[src/verilog/axi_rd_pkg.sv]
package axi_rd_pkg;

   // Bus and request widths
   localparam int AXI_ADDR_W = 32;
   localparam int AXI_DATA_W = 32;
   localparam int OFFSET_W   = 2;    // Byte lanes in a word
   localparam int AXI_LEN_W  = 8;
   localparam int LEN_W      = 12;   // Request length in bytes, up to 4095

   // Burst limits
   localparam int MAX_BEATS = 16;
   localparam int PAGE_W    = 12;    // 4 KB page

   // Constant AR channel fields
   localparam logic [2:0] AXI_SIZE_WORD  = 3'b010;   // 4 bytes per beat
   localparam logic [1:0] AXI_BURST_INCR = 2'b01;
   localparam logic [3:0] AXI_CACHE_DEF  = 4'h2;     // Normal non-cacheable
   localparam logic [2:0] AXI_PROT_DEF   = 3'b010;

   // Request sequencer states
   typedef enum logic [1:0] {
      ST_IDLE,
      ST_PLAN,
      ST_ADDR,
      ST_DATA
   } rd_state_e;

endpackage

[src/verilog/axi_rd_align.sv]
`timescale 1ns/10ps

module axi_rd_align (
   input  logic                              clk_i,
   input  logic                              rst_i,

   input  logic                              xfer_start_i,
   input  logic [axi_rd_pkg::OFFSET_W-1:0]   offset_i,
   input  logic [axi_rd_pkg::LEN_W-1:0]      len_i,

   input  logic                              beat_i,
   input  logic                              beat_last_burst_i,
   input  logic [axi_rd_pkg::AXI_DATA_W-1:0] rdata_i,

   output logic [axi_rd_pkg::AXI_DATA_W-1:0] rd_data_o,
   output logic                              rd_valid_o,
   output logic                              rd_last_o,
   output logic                              empty_o
);

   import axi_rd_pkg::*;

   logic [OFFSET_W-1:0]     offset_q;
   logic [LEN_W-1:0]        words_q;    // Client words still to emit
   logic [LEN_W-1:0]        bytes_q;    // Request bytes not yet emitted
   logic                    first_q;
   logic                    flush_q;
   logic                    rd_valid_q;
   logic                    rd_last_q;
   logic [AXI_DATA_W-1:0]   prev_q;
   logic [AXI_DATA_W-1:0]   rd_data_q;

   logic [LEN_W:0]          len_round;
   logic                    emit_beat;
   logic                    emit_flush;
   logic                    emit;
   logic [AXI_DATA_W-1:0]   hi_word;
   logic [2*AXI_DATA_W-1:0] joined;
   logic [AXI_DATA_W-1:0]   word;

   assign len_round = {1'b0, len_i} + (LEN_W+1)'((1 << OFFSET_W) - 1);

   // With an offset the first beat holds only part of word 0
   assign emit_beat  = beat_i && (words_q != '0) && !(first_q && (offset_q != '0));
   assign emit_flush = flush_q && (words_q != '0);   // Tail bytes of the last beat
   assign emit       = emit_beat || emit_flush;

   assign hi_word = emit_flush ? '0 : rdata_i;
   assign joined  = {hi_word, prev_q} >> {offset_q, 3'b000};

   always_comb begin
      word = (offset_q == '0) ? rdata_i : joined[AXI_DATA_W-1:0];
      for (int b = 0; b < AXI_DATA_W / 8; b++) begin
         if (LEN_W'(b) >= bytes_q) begin
            word[b*8 +: 8] = 8'h00;   // Past the requested length
         end
      end
   end

   always_ff @(posedge clk_i or posedge rst_i) begin
      if (rst_i) begin
         offset_q   <= '0;
         words_q    <= '0;
         bytes_q    <= '0;
         first_q    <= 1'b0;
         flush_q    <= 1'b0;
         rd_valid_q <= 1'b0;
         rd_last_q  <= 1'b0;
      end else begin
         rd_valid_q <= emit;
         rd_last_q  <= emit && (words_q == LEN_W'(1));
         flush_q    <= beat_i && beat_last_burst_i;
         if (beat_i) begin
            first_q <= 1'b0;
         end
         if (xfer_start_i) begin
            offset_q <= offset_i;
            words_q  <= LEN_W'(len_round[LEN_W:OFFSET_W]);
            bytes_q  <= len_i;
            first_q  <= 1'b1;
         end else if (emit) begin
            words_q <= words_q - LEN_W'(1);
            if (bytes_q > LEN_W'(AXI_DATA_W / 8)) begin
               bytes_q <= bytes_q - LEN_W'(AXI_DATA_W / 8);
            end else begin
               bytes_q <= '0;
            end
         end
      end
   end

   always_ff @(posedge clk_i) begin
      if (beat_i) begin
         prev_q <= rdata_i;
      end
      if (emit) begin
         rd_data_q <= word;
      end
   end

   assign rd_data_o  = rd_data_q;
   assign rd_valid_o = rd_valid_q;
   assign rd_last_o  = rd_last_q;
   assign empty_o    = (words_q == '0);

   // Stream stays quiet after its last word until a new request starts
   a_no_word_after_last: assert property (
      @(posedge clk_i) disable iff (rst_i)
      rd_last_o && !xfer_start_i |=> (!rd_valid_o until xfer_start_i)
   );

endmodule

[src/verilog/axi_rd_burst_counter.sv]
`timescale 1ns/10ps

module axi_rd_burst_counter (
   input  logic                              clk_i,
   input  logic                              rst_i,

   input  logic [axi_rd_pkg::AXI_ADDR_W-1:0] req_addr_i,
   input  logic [axi_rd_pkg::LEN_W-1:0]      req_len_i,

   input  logic                              xfer_start_i,
   input  logic                              load_len_i,
   input  logic                              burst_start_i,

   output logic [axi_rd_pkg::AXI_ADDR_W-1:0] araddr_o,
   output logic [axi_rd_pkg::AXI_LEN_W-1:0]  arlen_o,
   output logic                              last_burst_o
);

   import axi_rd_pkg::*;

   logic [AXI_ADDR_W-1:0] addr_q;      // Word aligned burst address
   logic [LEN_W-1:0]      remain_q;    // Beats still to request
   logic [AXI_LEN_W-1:0]  arlen_q;
   logic                  last_q;

   logic [LEN_W:0]        span;
   logic [LEN_W-1:0]      total_beats;
   logic [LEN_W-1:0]      page_words;
   logic [LEN_W-1:0]      burst_beats;
   logic [LEN_W-1:0]      burst_words;
   logic [PAGE_W:0]       burst_end;

   // ceil((offset + len) / 4)
   assign span = (LEN_W+1)'(req_addr_i[OFFSET_W-1:0]) + (LEN_W+1)'(req_len_i)
               + (LEN_W+1)'((1 << OFFSET_W) - 1);
   assign total_beats = LEN_W'(span[LEN_W:OFFSET_W]);

   // Words left before the next page boundary
   assign page_words = LEN_W'(1 << (PAGE_W - OFFSET_W))
                     - LEN_W'(addr_q[PAGE_W-1:OFFSET_W]);

   always_comb begin
      burst_beats = remain_q;
      if (burst_beats > LEN_W'(MAX_BEATS)) begin
         burst_beats = LEN_W'(MAX_BEATS);
      end
      if (burst_beats > page_words) begin
         burst_beats = page_words;
      end
   end

   assign burst_words = LEN_W'(arlen_q) + LEN_W'(1);
   assign burst_end   = {1'b0, addr_q[PAGE_W-1:0]} + (PAGE_W+1)'(burst_words << OFFSET_W);

   always_ff @(posedge clk_i or posedge rst_i) begin
      if (rst_i) begin
         addr_q   <= '0;
         remain_q <= '0;
         arlen_q  <= '0;
         last_q   <= 1'b0;
      end else begin
         if (xfer_start_i) begin
            addr_q   <= {req_addr_i[AXI_ADDR_W-1:OFFSET_W], {OFFSET_W{1'b0}}};
            remain_q <= total_beats;
         end else if (load_len_i) begin
            arlen_q <= AXI_LEN_W'(burst_beats - LEN_W'(1));
            last_q  <= (burst_beats == remain_q);   // Covers everything left
         end else if (burst_start_i) begin
            addr_q   <= addr_q + (AXI_ADDR_W'(burst_words) << OFFSET_W);
            remain_q <= remain_q - burst_words;
         end
      end
   end

   assign araddr_o     = addr_q;
   assign arlen_o      = arlen_q;
   assign last_burst_o = last_q;

   // Each issued burst stays within 16 beats and inside one 4 KB page
   a_burst_legal: assert property (
      @(posedge clk_i) disable iff (rst_i)
      burst_start_i |-> (arlen_o < AXI_LEN_W'(MAX_BEATS))
                        && (burst_end <= (PAGE_W+1)'(1 << PAGE_W))
   );

endmodule

[src/verilog/axi_rd_fsm.sv]
`timescale 1ns/10ps

module axi_rd_fsm (
   input  logic clk_i,
   input  logic rst_i,

   input  logic req_valid_i,
   input  logic align_empty_i,
   input  logic arready_i,
   input  logic rvalid_i,
   input  logic rlast_i,
   input  logic last_burst_i,

   output logic req_ready_o,
   output logic arvalid_o,
   output logic rready_o,
   output logic xfer_start_o,
   output logic burst_start_o,
   output logic load_len_o
);

   import axi_rd_pkg::*;

   rd_state_e state_q;
   logic      arvalid_q;
   logic      rlast_hs;

   // New request only once the aligner has drained the previous stream
   assign req_ready_o   = (state_q == ST_IDLE) && align_empty_i;
   assign xfer_start_o  = req_ready_o && req_valid_i;
   assign load_len_o    = (state_q == ST_PLAN);
   assign arvalid_o     = arvalid_q;
   assign burst_start_o = arvalid_q && arready_i;   // AR handshake
   assign rready_o      = (state_q == ST_DATA);
   assign rlast_hs      = rvalid_i && rready_o && rlast_i;

   always_ff @(posedge clk_i or posedge rst_i) begin
      if (rst_i) begin
         state_q   <= ST_IDLE;
         arvalid_q <= 1'b0;
      end else begin
         case (state_q)
            ST_IDLE: begin
               if (xfer_start_o) begin
                  state_q <= ST_PLAN;
               end
            end
            ST_PLAN: begin   // Counter registers the burst length here
               arvalid_q <= 1'b1;
               state_q   <= ST_ADDR;
            end
            ST_ADDR: begin
               if (arready_i) begin
                  arvalid_q <= 1'b0;
                  state_q   <= ST_DATA;
               end
            end
            ST_DATA: begin
               if (rlast_hs) begin
                  state_q <= last_burst_i ? ST_IDLE : ST_PLAN;
               end
            end
            default: begin
               state_q   <= ST_IDLE;
               arvalid_q <= 1'b0;
            end
         endcase
      end
   end

   // AXI rule, the address must be held until the slave takes it
   a_arvalid_hold: assert property (
      @(posedge clk_i) disable iff (rst_i)
      arvalid_o && !arready_i |=> arvalid_o
   );

   // Data phase is entered only through an AR handshake
   a_rready_after_ar: assert property (
      @(posedge clk_i) disable iff (rst_i)
      $rose(rready_o) |-> $past(arvalid_o && arready_i) && !arvalid_o
   );

endmodule

[src/verilog/axi_rd_top.sv]
`timescale 1ns/10ps

module axi_rd_top (
   input  logic                              clk_i,
   input  logic                              rst_i,

   input  logic                              req_valid_i,
   input  logic [axi_rd_pkg::AXI_ADDR_W-1:0] req_addr_i,
   input  logic [axi_rd_pkg::LEN_W-1:0]      req_len_i,
   output logic                              req_ready_o,

   output logic [axi_rd_pkg::AXI_DATA_W-1:0] rd_data_o,
   output logic                              rd_valid_o,
   output logic                              rd_last_o,

   output logic [axi_rd_pkg::AXI_ADDR_W-1:0] axi_araddr_o,
   output logic [axi_rd_pkg::AXI_LEN_W-1:0]  axi_arlen_o,
   output logic [2:0]                        axi_arsize_o,
   output logic [1:0]                        axi_arburst_o,
   output logic [3:0]                        axi_arcache_o,
   output logic [2:0]                        axi_arprot_o,
   output logic                              axi_arid_o,
   output logic                              axi_arvalid_o,
   input  logic                              axi_arready_i,

   input  logic [axi_rd_pkg::AXI_DATA_W-1:0] axi_rdata_i,
   input  logic                              axi_rvalid_i,
   input  logic                              axi_rlast_i,
   output logic                              axi_rready_o
);

   import axi_rd_pkg::*;

   logic xfer_start;
   logic burst_start;
   logic load_len;
   logic last_burst;
   logic align_empty;
   logic beat;
   logic beat_last_burst;

   assign axi_arsize_o  = AXI_SIZE_WORD;
   assign axi_arburst_o = AXI_BURST_INCR;
   assign axi_arcache_o = AXI_CACHE_DEF;
   assign axi_arprot_o  = AXI_PROT_DEF;
   assign axi_arid_o    = 1'b0;   // Single ID, in-order only

   assign beat            = axi_rvalid_i && axi_rready_o;
   assign beat_last_burst = axi_rlast_i && last_burst;

   axi_rd_fsm u_fsm (
      .clk_i         (clk_i),
      .rst_i         (rst_i),
      .req_valid_i   (req_valid_i),
      .align_empty_i (align_empty),
      .arready_i     (axi_arready_i),
      .rvalid_i      (axi_rvalid_i),
      .rlast_i       (axi_rlast_i),
      .last_burst_i  (last_burst),
      .req_ready_o   (req_ready_o),
      .arvalid_o     (axi_arvalid_o),
      .rready_o      (axi_rready_o),
      .xfer_start_o  (xfer_start),
      .burst_start_o (burst_start),
      .load_len_o    (load_len)
   );

   axi_rd_burst_counter u_counter (
      .clk_i         (clk_i),
      .rst_i         (rst_i),
      .req_addr_i    (req_addr_i),
      .req_len_i     (req_len_i),
      .xfer_start_i  (xfer_start),
      .load_len_i    (load_len),
      .burst_start_i (burst_start),
      .araddr_o      (axi_araddr_o),
      .arlen_o       (axi_arlen_o),
      .last_burst_o  (last_burst)
   );

   axi_rd_align u_align (
      .clk_i             (clk_i),
      .rst_i             (rst_i),
      .xfer_start_i      (xfer_start),
      .offset_i          (req_addr_i[OFFSET_W-1:0]),
      .len_i             (req_len_i),
      .beat_i            (beat),
      .beat_last_burst_i (beat_last_burst),
      .rdata_i           (axi_rdata_i),
      .rd_data_o         (rd_data_o),
      .rd_valid_o        (rd_valid_o),
      .rd_last_o         (rd_last_o),
      .empty_o           (align_empty)
   );

endmodule
[config.mk]
export PLATFORM = sky130hd
export DESIGN_NAME = axi_rd_top
export DESIGN_NICKNAME = d
export VERILOG_FILES = /design/src/verilog/axi_rd_pkg.sv /design/src/verilog/axi_rd_align.sv /design/src/verilog/axi_rd_burst_counter.sv /design/src/verilog/axi_rd_fsm.sv /design/src/verilog/axi_rd_top.sv
export SDC_FILE = /design/constraint.sdc
export NUM_CORES = 1
export LEC_CHECK = 0
export ABC_AREA = 1
export BUFFER_PORTS_ARGS = -buffer_cell sky130_fd_sc_hd__buf_4
export CAP_MARGIN = 25
export CORE_MARGIN = 2
export CORE_UTILIZATION = 34
export CTS_BUF_LIST = sky130_fd_sc_hd__clkbuf_16
export DETAILED_ROUTE_END_ITERATION = 10
export HOLD_SLACK_MARGIN = 0.08
export SLEW_MARGIN = 20
export SYNTH_ARGS = -nofsm -noshare
export SYNTH_HDL_FRONTEND = slang
export SYNTH_SLANG_ARGS = --single-unit
[constraint.sdc]
create_clock -name clk_i -period 4.1 [get_ports clk_i]
set_input_delay 0.82 -clock clk_i [delete_from_list [all_inputs] [get_ports clk_i]]
set_output_delay 0.82 -clock clk_i [all_outputs]
set_load 0.02 [all_outputs]
### Word level (Yosys, flattened, before mapping)

Cells that the tools add are included.

| storage, ports and cells | value |
|---|---|
| bits of input ports | 82 |
| register bits after elaboration | 150 |

| cells by class | value |
|---|---|
| reductions and logical operators | 27 |
| bitwise operators | 1 |
| eq/ne operators | 9 |
| shift-type cells | 1 |
| magnitude comparators | 7 |
| add/subtract/negate cells | 10 |
| multiplexer cells | 24 |

Operators with widths:

| cell | count |
|---|---|
| $mux 32 | 5 |
| $mux 12 | 10 |
| $shr 64x5->32 | 1 |
| $add 32x14->32 | 1 |
| $ge 1x12->1 const A | 2 |
| $ge 2x12->1 const A | 2 |
| $add 12x2->13 const B | 1 |
| $add 13x2->13 const B | 1 |
| $add 2x12->13 | 1 |
| $eq 12x1->1 const B | 1 |
| $eq 12x12->1 | 1 |
| $gt 12x12->1 | 1 |
| $gt 12x3->1 const B | 1 |
| $gt 12x5->1 const B | 1 |
| $logic_and 1x1->1 | 12 |
| $logic_not 12->1 | 1 |
| $reduce_bool 12->1 | 1 |
| $sub 11x10->12 const A | 1 |
| $sub 12x1->12 const B | 1 |
| $sub 12x12->12 | 1 |
| $sub 12x3->12 const B | 1 |
| $reduce_bool 2->1 | 5 |
| $add 8x1->9 const B | 1 |
| $pmux 2 s4 | 1 |
| other kinds (14) | 25 |

### Longest topological paths before layout

| logic depth | value |
|---|---|
| word-level depth | 7 |
| depth in mapped cells | 24 |
| mapped depth without buffers | 23 |

### By module

Synthesis repeated with hierarchy kept, for this count alone.

| second synthesis, totals | value |
|---|---|
| cell total of the unflattened synthesis | 1458 |
| area total of the unflattened synthesis | 10550.1 um^2 |

By module, submodules not included:

| module | cells an instance | area each (um^2) | seq. area each (um^2) | instances |
|---|---|---|---|---|
| axi_rd_align | 631 | 5103.6 | 2432.3 | 1 |
| axi_rd_burst_counter | 771 | 5046.1 | 1276.2 | 1 |
| axi_rd_fsm | 37 | 280.3 | 75.1 | 1 |
| axi_rd_top | 19 | 120.1 | 0.0 | 1 |

### Least setup slack after synthesis

OpenSTA, ideal clock, no wires.

| path | value |
|---|---|
| path kind | flip-flop to flip-flop |
| start point | register u_counter.addr_q[2], in the netlist u_counter.araddr_o[2] |
| end point | register u_counter.arlen_q[7], in the netlist u_counter.arlen_o[7] |
| cell stages (with the launch flop) | 20 |
| data required time | 3.982 ns |
| data arrival time | 2.734 ns |
| library setup time | 0.118 ns |
| setup slack | 1.248 ns |
| path through | dfrtp_1 inv_1 ha_1 nand2_1 nor2_1 nand2_1 nor2_1 inv_1 ha_1 nand3_1 nor3_1 nand3b_1 buf_2 nand3_1 nand2_1 nand2_1 nor2_1 nand3b_1 nand3_1 nand2_1 |

| between the ends | value |
|---|---|
| longest elaborated chain between the ends | 4 |

Ends and longest elaborated chain:

| item | RTL line | source |
|---|---|---|
| start, declared | axi_rd_burst_counter.sv:21 | `logic [AXI_ADDR_W-1:0] addr_q;` |
| start signal, assigned | axi_rd_burst_counter.sv:63 | `addr_q <= {req_addr_i[AXI_ADDR_W-1:OFFSET_W], {OFFSET_W{1'b0}}};` |
| start signal, assigned | axi_rd_burst_counter.sv:69 | `addr_q <= addr_q + (AXI_ADDR_W'(burst_words) << OFFSET_W);` |
| $sub 11x10->12 * | axi_rd_burst_counter.sv:40 | `- LEN_W'(addr_q[PAGE_W-1:OFFSET_W]);` |
| $gt 12x12->1 | axi_rd_burst_counter.sv:47 | `if (burst_beats > page_words) begin` |
| $mux 12 * | axi_rd_burst_counter.sv:47 |  |
| $sub 8x1->8 * | axi_rd_burst_counter.sv:66 | `arlen_q <= AXI_LEN_W'(burst_beats - LEN_W'(1));` |
| end signal, assigned | axi_rd_burst_counter.sv:66 |  |
| end, declared | axi_rd_burst_counter.sv:23 | `logic [AXI_LEN_W-1:0] arlen_q;` |

Mark *: on every way between the ends. The rest lies on a longest branch, timed or not.
A chain may end at the register's enable or synchronous reset.

### Final worst setup path

| path | value |
|---|---|
| start point | register u_counter.addr_q[3], in the netlist u_counter.araddr_o[3] |
| end point | register u_counter.arlen_q[7], in the netlist u_counter.arlen_o[7] |

The elaborated chain is that of the path after synthesis.

==> impl_summary.log <==
INFO  metric run_status = completed
INFO  metric clock_skew = 0.0224 ns
INFO  metric grt_pass1_wl = 50100 um
INFO  metric synthCells = between 1000 and 1500
INFO  metric cts.hold.buffers_added = 0
INFO  metric synth_cell_types = 59
INFO  metric area_growth = 20.2%
INFO  metric synth_area = about 0.010 mm^2
INFO  metric antenna_cells = 0
INFO  metric final_hold_viol_count = 0
INFO  metric fill_cells = 3106
INFO  metric max-vdd-ir-drop = about 0.00032 V
INFO  metric dp.final_hpwl = around 24000 um
INFO  metric synth-compound-area-share = 16.6%
INFO  metric synth_top_cells_by_area = sky130_fd_sc_hd__dfrtp_1 (21%), sky130_fd_sc_hd__edfxtp_1 (17%), sky130_fd_sc_hd__nand2_1 (12%), sky130_fd_sc_hd__inv_1 (6.4%), sky130_fd_sc_hd__o21ai_0 (6.1%)
INFO  metric multiInputGateArea = roughly 0.0054 mm^2
INFO  metric critical_path_arrival = ~3.8 ns
INFO  metric worstPathMaxFanout = 22
INFO  metric placement_rows = 63
INFO  metric instances_no_fill = a little under 2000
INFO  metric synth_top_cell_by_area = sky130_fd_sc_hd__dfrtp_1
INFO  metric post_route_setup_tns = 0 ns
INFO  metric netlist_top_cells_count = sky130_fd_sc_hd__nand2_1 (324), sky130_fd_sc_hd__inv_1 (172), sky130_fd_sc_hd__nor2_1 (133), sky130_fd_sc_hd__o21ai_0 (124), sky130_fd_sc_hd__nand3_1 (87)
INFO  metric grt.overflow.total = 0
INFO  metric path_clk_slew = roughly 0.070 ns
INFO  metric cts_num_sinks = 140
INFO  metric routabilityCongestion = 0.901
INFO  metric cts_setup_buffers = 0
INFO  metric cts.htree.levels = 4
INFO  metric power_per_cell_area = approximately 730 mW/mm^2
INFO  metric synth-edff-count = 56
INFO  metric power.static_leakage = 0.00585 uW
INFO  metric final_layout_size_suffix_gt1_share = 14.7%
INFO  metric finish.net_count = about 1700
INFO  metric vias = 9989
INFO  metric ant_nets = 0
INFO  metric detail_route.wirelength = 31600 um
INFO  metric synth_simple_gate_area_share = between 20% and 30%
INFO  metric worstSetupPathType = flop to flop
INFO  metric gr-usage-all-layers = about a fifth
INFO  metric start_util = 34.3%
INFO  metric pre_cts_slack = between 0.6 and 0.7 ns
INFO  metric max-clock-path-buffers = 2
INFO  metric timing.max_cap.violations = 0
INFO  metric synth_top_family_by_area = simple AND/OR/NAND/NOR gates
INFO  metric library_cell_with_the_highest_instance_count_after_synthesis = sky130_fd_sc_hd__nand2_1
INFO  metric ys_async_sr_fraction = approximately 60%
INFO  metric area_share_of_xor_xnor_cells_in_the_synthesized_design = under 10%
INFO  metric worst_slew_margin_rel = a little over two fifths
INFO  metric wire_per_inst = between 15 and 20 um
INFO  metric ys.warnings.count = 0
INFO  metric number_of_antenna_violations_at_the_first_check_in_global_routing = 0
INFO  metric rsz0062_at_grt = no
INFO  metric cts_tree = built
INFO  metric yosysTopAreaCellShare = 20.7%
INFO  metric synth-adder-area-share = slightly below 6%
INFO  metric ratio_of_routed_vias_to_standard_cells = roughly 5.2
INFO  metric drt_drc_violations_left = 0
INFO  metric fin_crit_sh = 85.8%
INFO  metric start_kind = flop
INFO  metric io_pins = 172
INFO  metric area_of_all_sequential_standard_cells = about 0.0038 mm^2
INFO  metric die_area = between 0.03 and 0.04 mm^2
INFO  metric number_of_pins_with_negative_max_slew_slack_in_the_final_report = 0
INFO  metric clk_latency = between 0.4 and 0.5 ns
INFO  metric die_h = between 150 and 200 um
INFO  metric drt_first_iter_violations = 830
INFO  metric cell_at_the_root_of_the_clock_tree = sky130_fd_sc_hd__clkbuf_16
INFO  metric final_setup_violation_count = 0
INFO  metric detail_route.first_pass.iterations = 5
INFO  metric final_period_minus_worst_setup_slack = between 3 and 4 ns
INFO  metric synth-main-ff-cell = sky130_fd_sc_hd__dfrtp_1
INFO  metric core_region_area = between 0.02 and 0.03 mm^2
INFO  metric synth.yosys.seq_area_share = between 30% and 40%
INFO  metric synth.area.mux_share = 0%
INFO  metric placed_cells_incl_taps = approximately 1900
INFO  metric synth.ff_latch_count = between 100 and 150
INFO  metric via_count_of_the_first_global_routing_pass = 9568
INFO  metric syn-mean-instance-area = around 7.3 um^2
INFO  metric cts_made_buffers = 17
INFO  metric timing.critical_path.to_type = flop
INFO  metric chipWidth = 177 um
INFO  metric port_buffers = roughly 160
INFO  metric cts-resized-gates = 0
INFO  metric fmax = around 0.28 GHz
INFO  metric final_critical_path_setup_slack = just under 0.6 ns
INFO  metric tightest_slew = approximately 0.86 ns
INFO  metric timing.critical_path.required = roughly 4.4 ns
INFO  metric pin_count_of_the_biggest_net_entering_global_routing = between 70 and 80
INFO  metric timing.hold.worst.class = input port to asynchronous set/reset pin
sequential cells by signal (all words and copies together), names as in the netlist:
signal                  cells
u_align.bytes_q            12
u_align.rd_valid_o          1
u_align.first_q             1
u_counter.araddr_o         30
u_fsm.arvalid_o             1
u_align.prev_q             24
u_fsm.state_q               2
u_align.rd_data_o          32
u_align.rd_last_o           1
u_counter.arlen_o           8
u_align.offset_q            2
u_align.words_q            12
u_align.flush_q             1
u_counter.remain_q         12
u_counter.last_burst_o      1
critical path: stages, from the launching register on:
cell                       delay, ns
sky130_fd_sc_hd__dfrtp_1        0.47
sky130_fd_sc_hd__nor2_1         0.24
sky130_fd_sc_hd__nand2_1        0.13
sky130_fd_sc_hd__nor3_1         0.26
sky130_fd_sc_hd__nand2_1        0.10
sky130_fd_sc_hd__xor2_1         0.20
sky130_fd_sc_hd__inv_1          0.08
sky130_fd_sc_hd__ha_1           0.29
sky130_fd_sc_hd__nand3_1        0.10
sky130_fd_sc_hd__nor3_1         0.07
sky130_fd_sc_hd__nand2_1        0.08
sky130_fd_sc_hd__nand3_2        0.34
sky130_fd_sc_hd__nand2_2        0.32
sky130_fd_sc_hd__nand2_1        0.08
sky130_fd_sc_hd__nand2_1        0.15
sky130_fd_sc_hd__nand2_1        0.13
sky130_fd_sc_hd__nor2_1         0.14
sky130_fd_sc_hd__nand3b_1       0.09
sky130_fd_sc_hd__nand3_1        0.08
sky130_fd_sc_hd__nand2_1        0.05
per-stage QoR:
step / hold WS [ns] / power, uW / util [%] / cell area (um^2)
global placement: 0.465 / 7210 / 39.2 / 11600
detailed placement: 0.473 / 7280 / 39.2 / 11600
finish: 0.346 / 8930 / 41.3 / 12200
CTS: 0.369 / 8950 / 41.3 / 12200
global route: 0.368 / 9720 / 41.3 / 12200
floorplan: 0.449 / 5830 / - / 10200
cells in the final DEF (no fill, tap or decap), types with 43 or more instances in the layout:
cell and n:
sky130_fd_sc_hd__nor2_1 133, sky130_fd_sc_hd__buf_4 166, sky130_fd_sc_hd__ha_1 43, sky130_fd_sc_hd__nand2_1 324
sky130_fd_sc_hd__inv_1 172, sky130_fd_sc_hd__nand3_1 87, sky130_fd_sc_hd__dfrtp_1 83, sky130_fd_sc_hd__o21ai_0 124
sky130_fd_sc_hd__edfxtp_1 56, sky130_fd_sc_hd__a21oi_1 64
area by class of cell:
cell class	instances	share of cell area, %
clock buffer	17	3.49
clock inverter	15	1.51
inverter	179	5.53
multi-input combinational	1022	44.1
sequential	140	31.0
tap	390	4.00
timing repair buffer	167	10.3
worst paths after layout:
path                       slack, ns  cells after the start                    end                   from
min in group clk_i              0.49                      2        u_align.first_q        u_align.first_q
max in group asynchronous       2.93                      3  u_counter.araddr_o[2]                  rst_i
min                             0.35                      2      u_align.rd_last_o                  rst_i
max reg2reg                     0.58                     19   u_counter.arlen_o[7]  u_counter.araddr_o[3]
max                             0.58                     19   u_counter.arlen_o[7]  u_counter.araddr_o[3]
min reg2reg                     0.49                      2        u_align.first_q        u_align.first_q
kinds of logic (layout without fill, tap and decap cells):
logic type | after synthesis | count (layout)
and+or+nand+nor | 627 | 627
AOI/OAI and AO/OA | 288 | 288
buffers and inverters | 241 | 378
DFF | 140 | 140
adders and majority gates | 46 | 46
xor gates and xnor gates | 40 | 40
other | 2 | 21
where the power goes:
group	switching [uW]	total, uW	leakage [uW]	internal, uW
clock network	725	1650	0.000297	925
registers	423	2410	0.00157	1980
logic	3100	4870	0.00399	1770
routing by layer:
metal	track usage, %	routed length (um)	vias to the layer above
met5	0	0	-
li1	-	-	4893
met1	27.5	14400	4679
met2	32.7	14600	370
met4	5.89	582	0
met3	3.82	2070	47
Power figures use the tool's default switching activity.
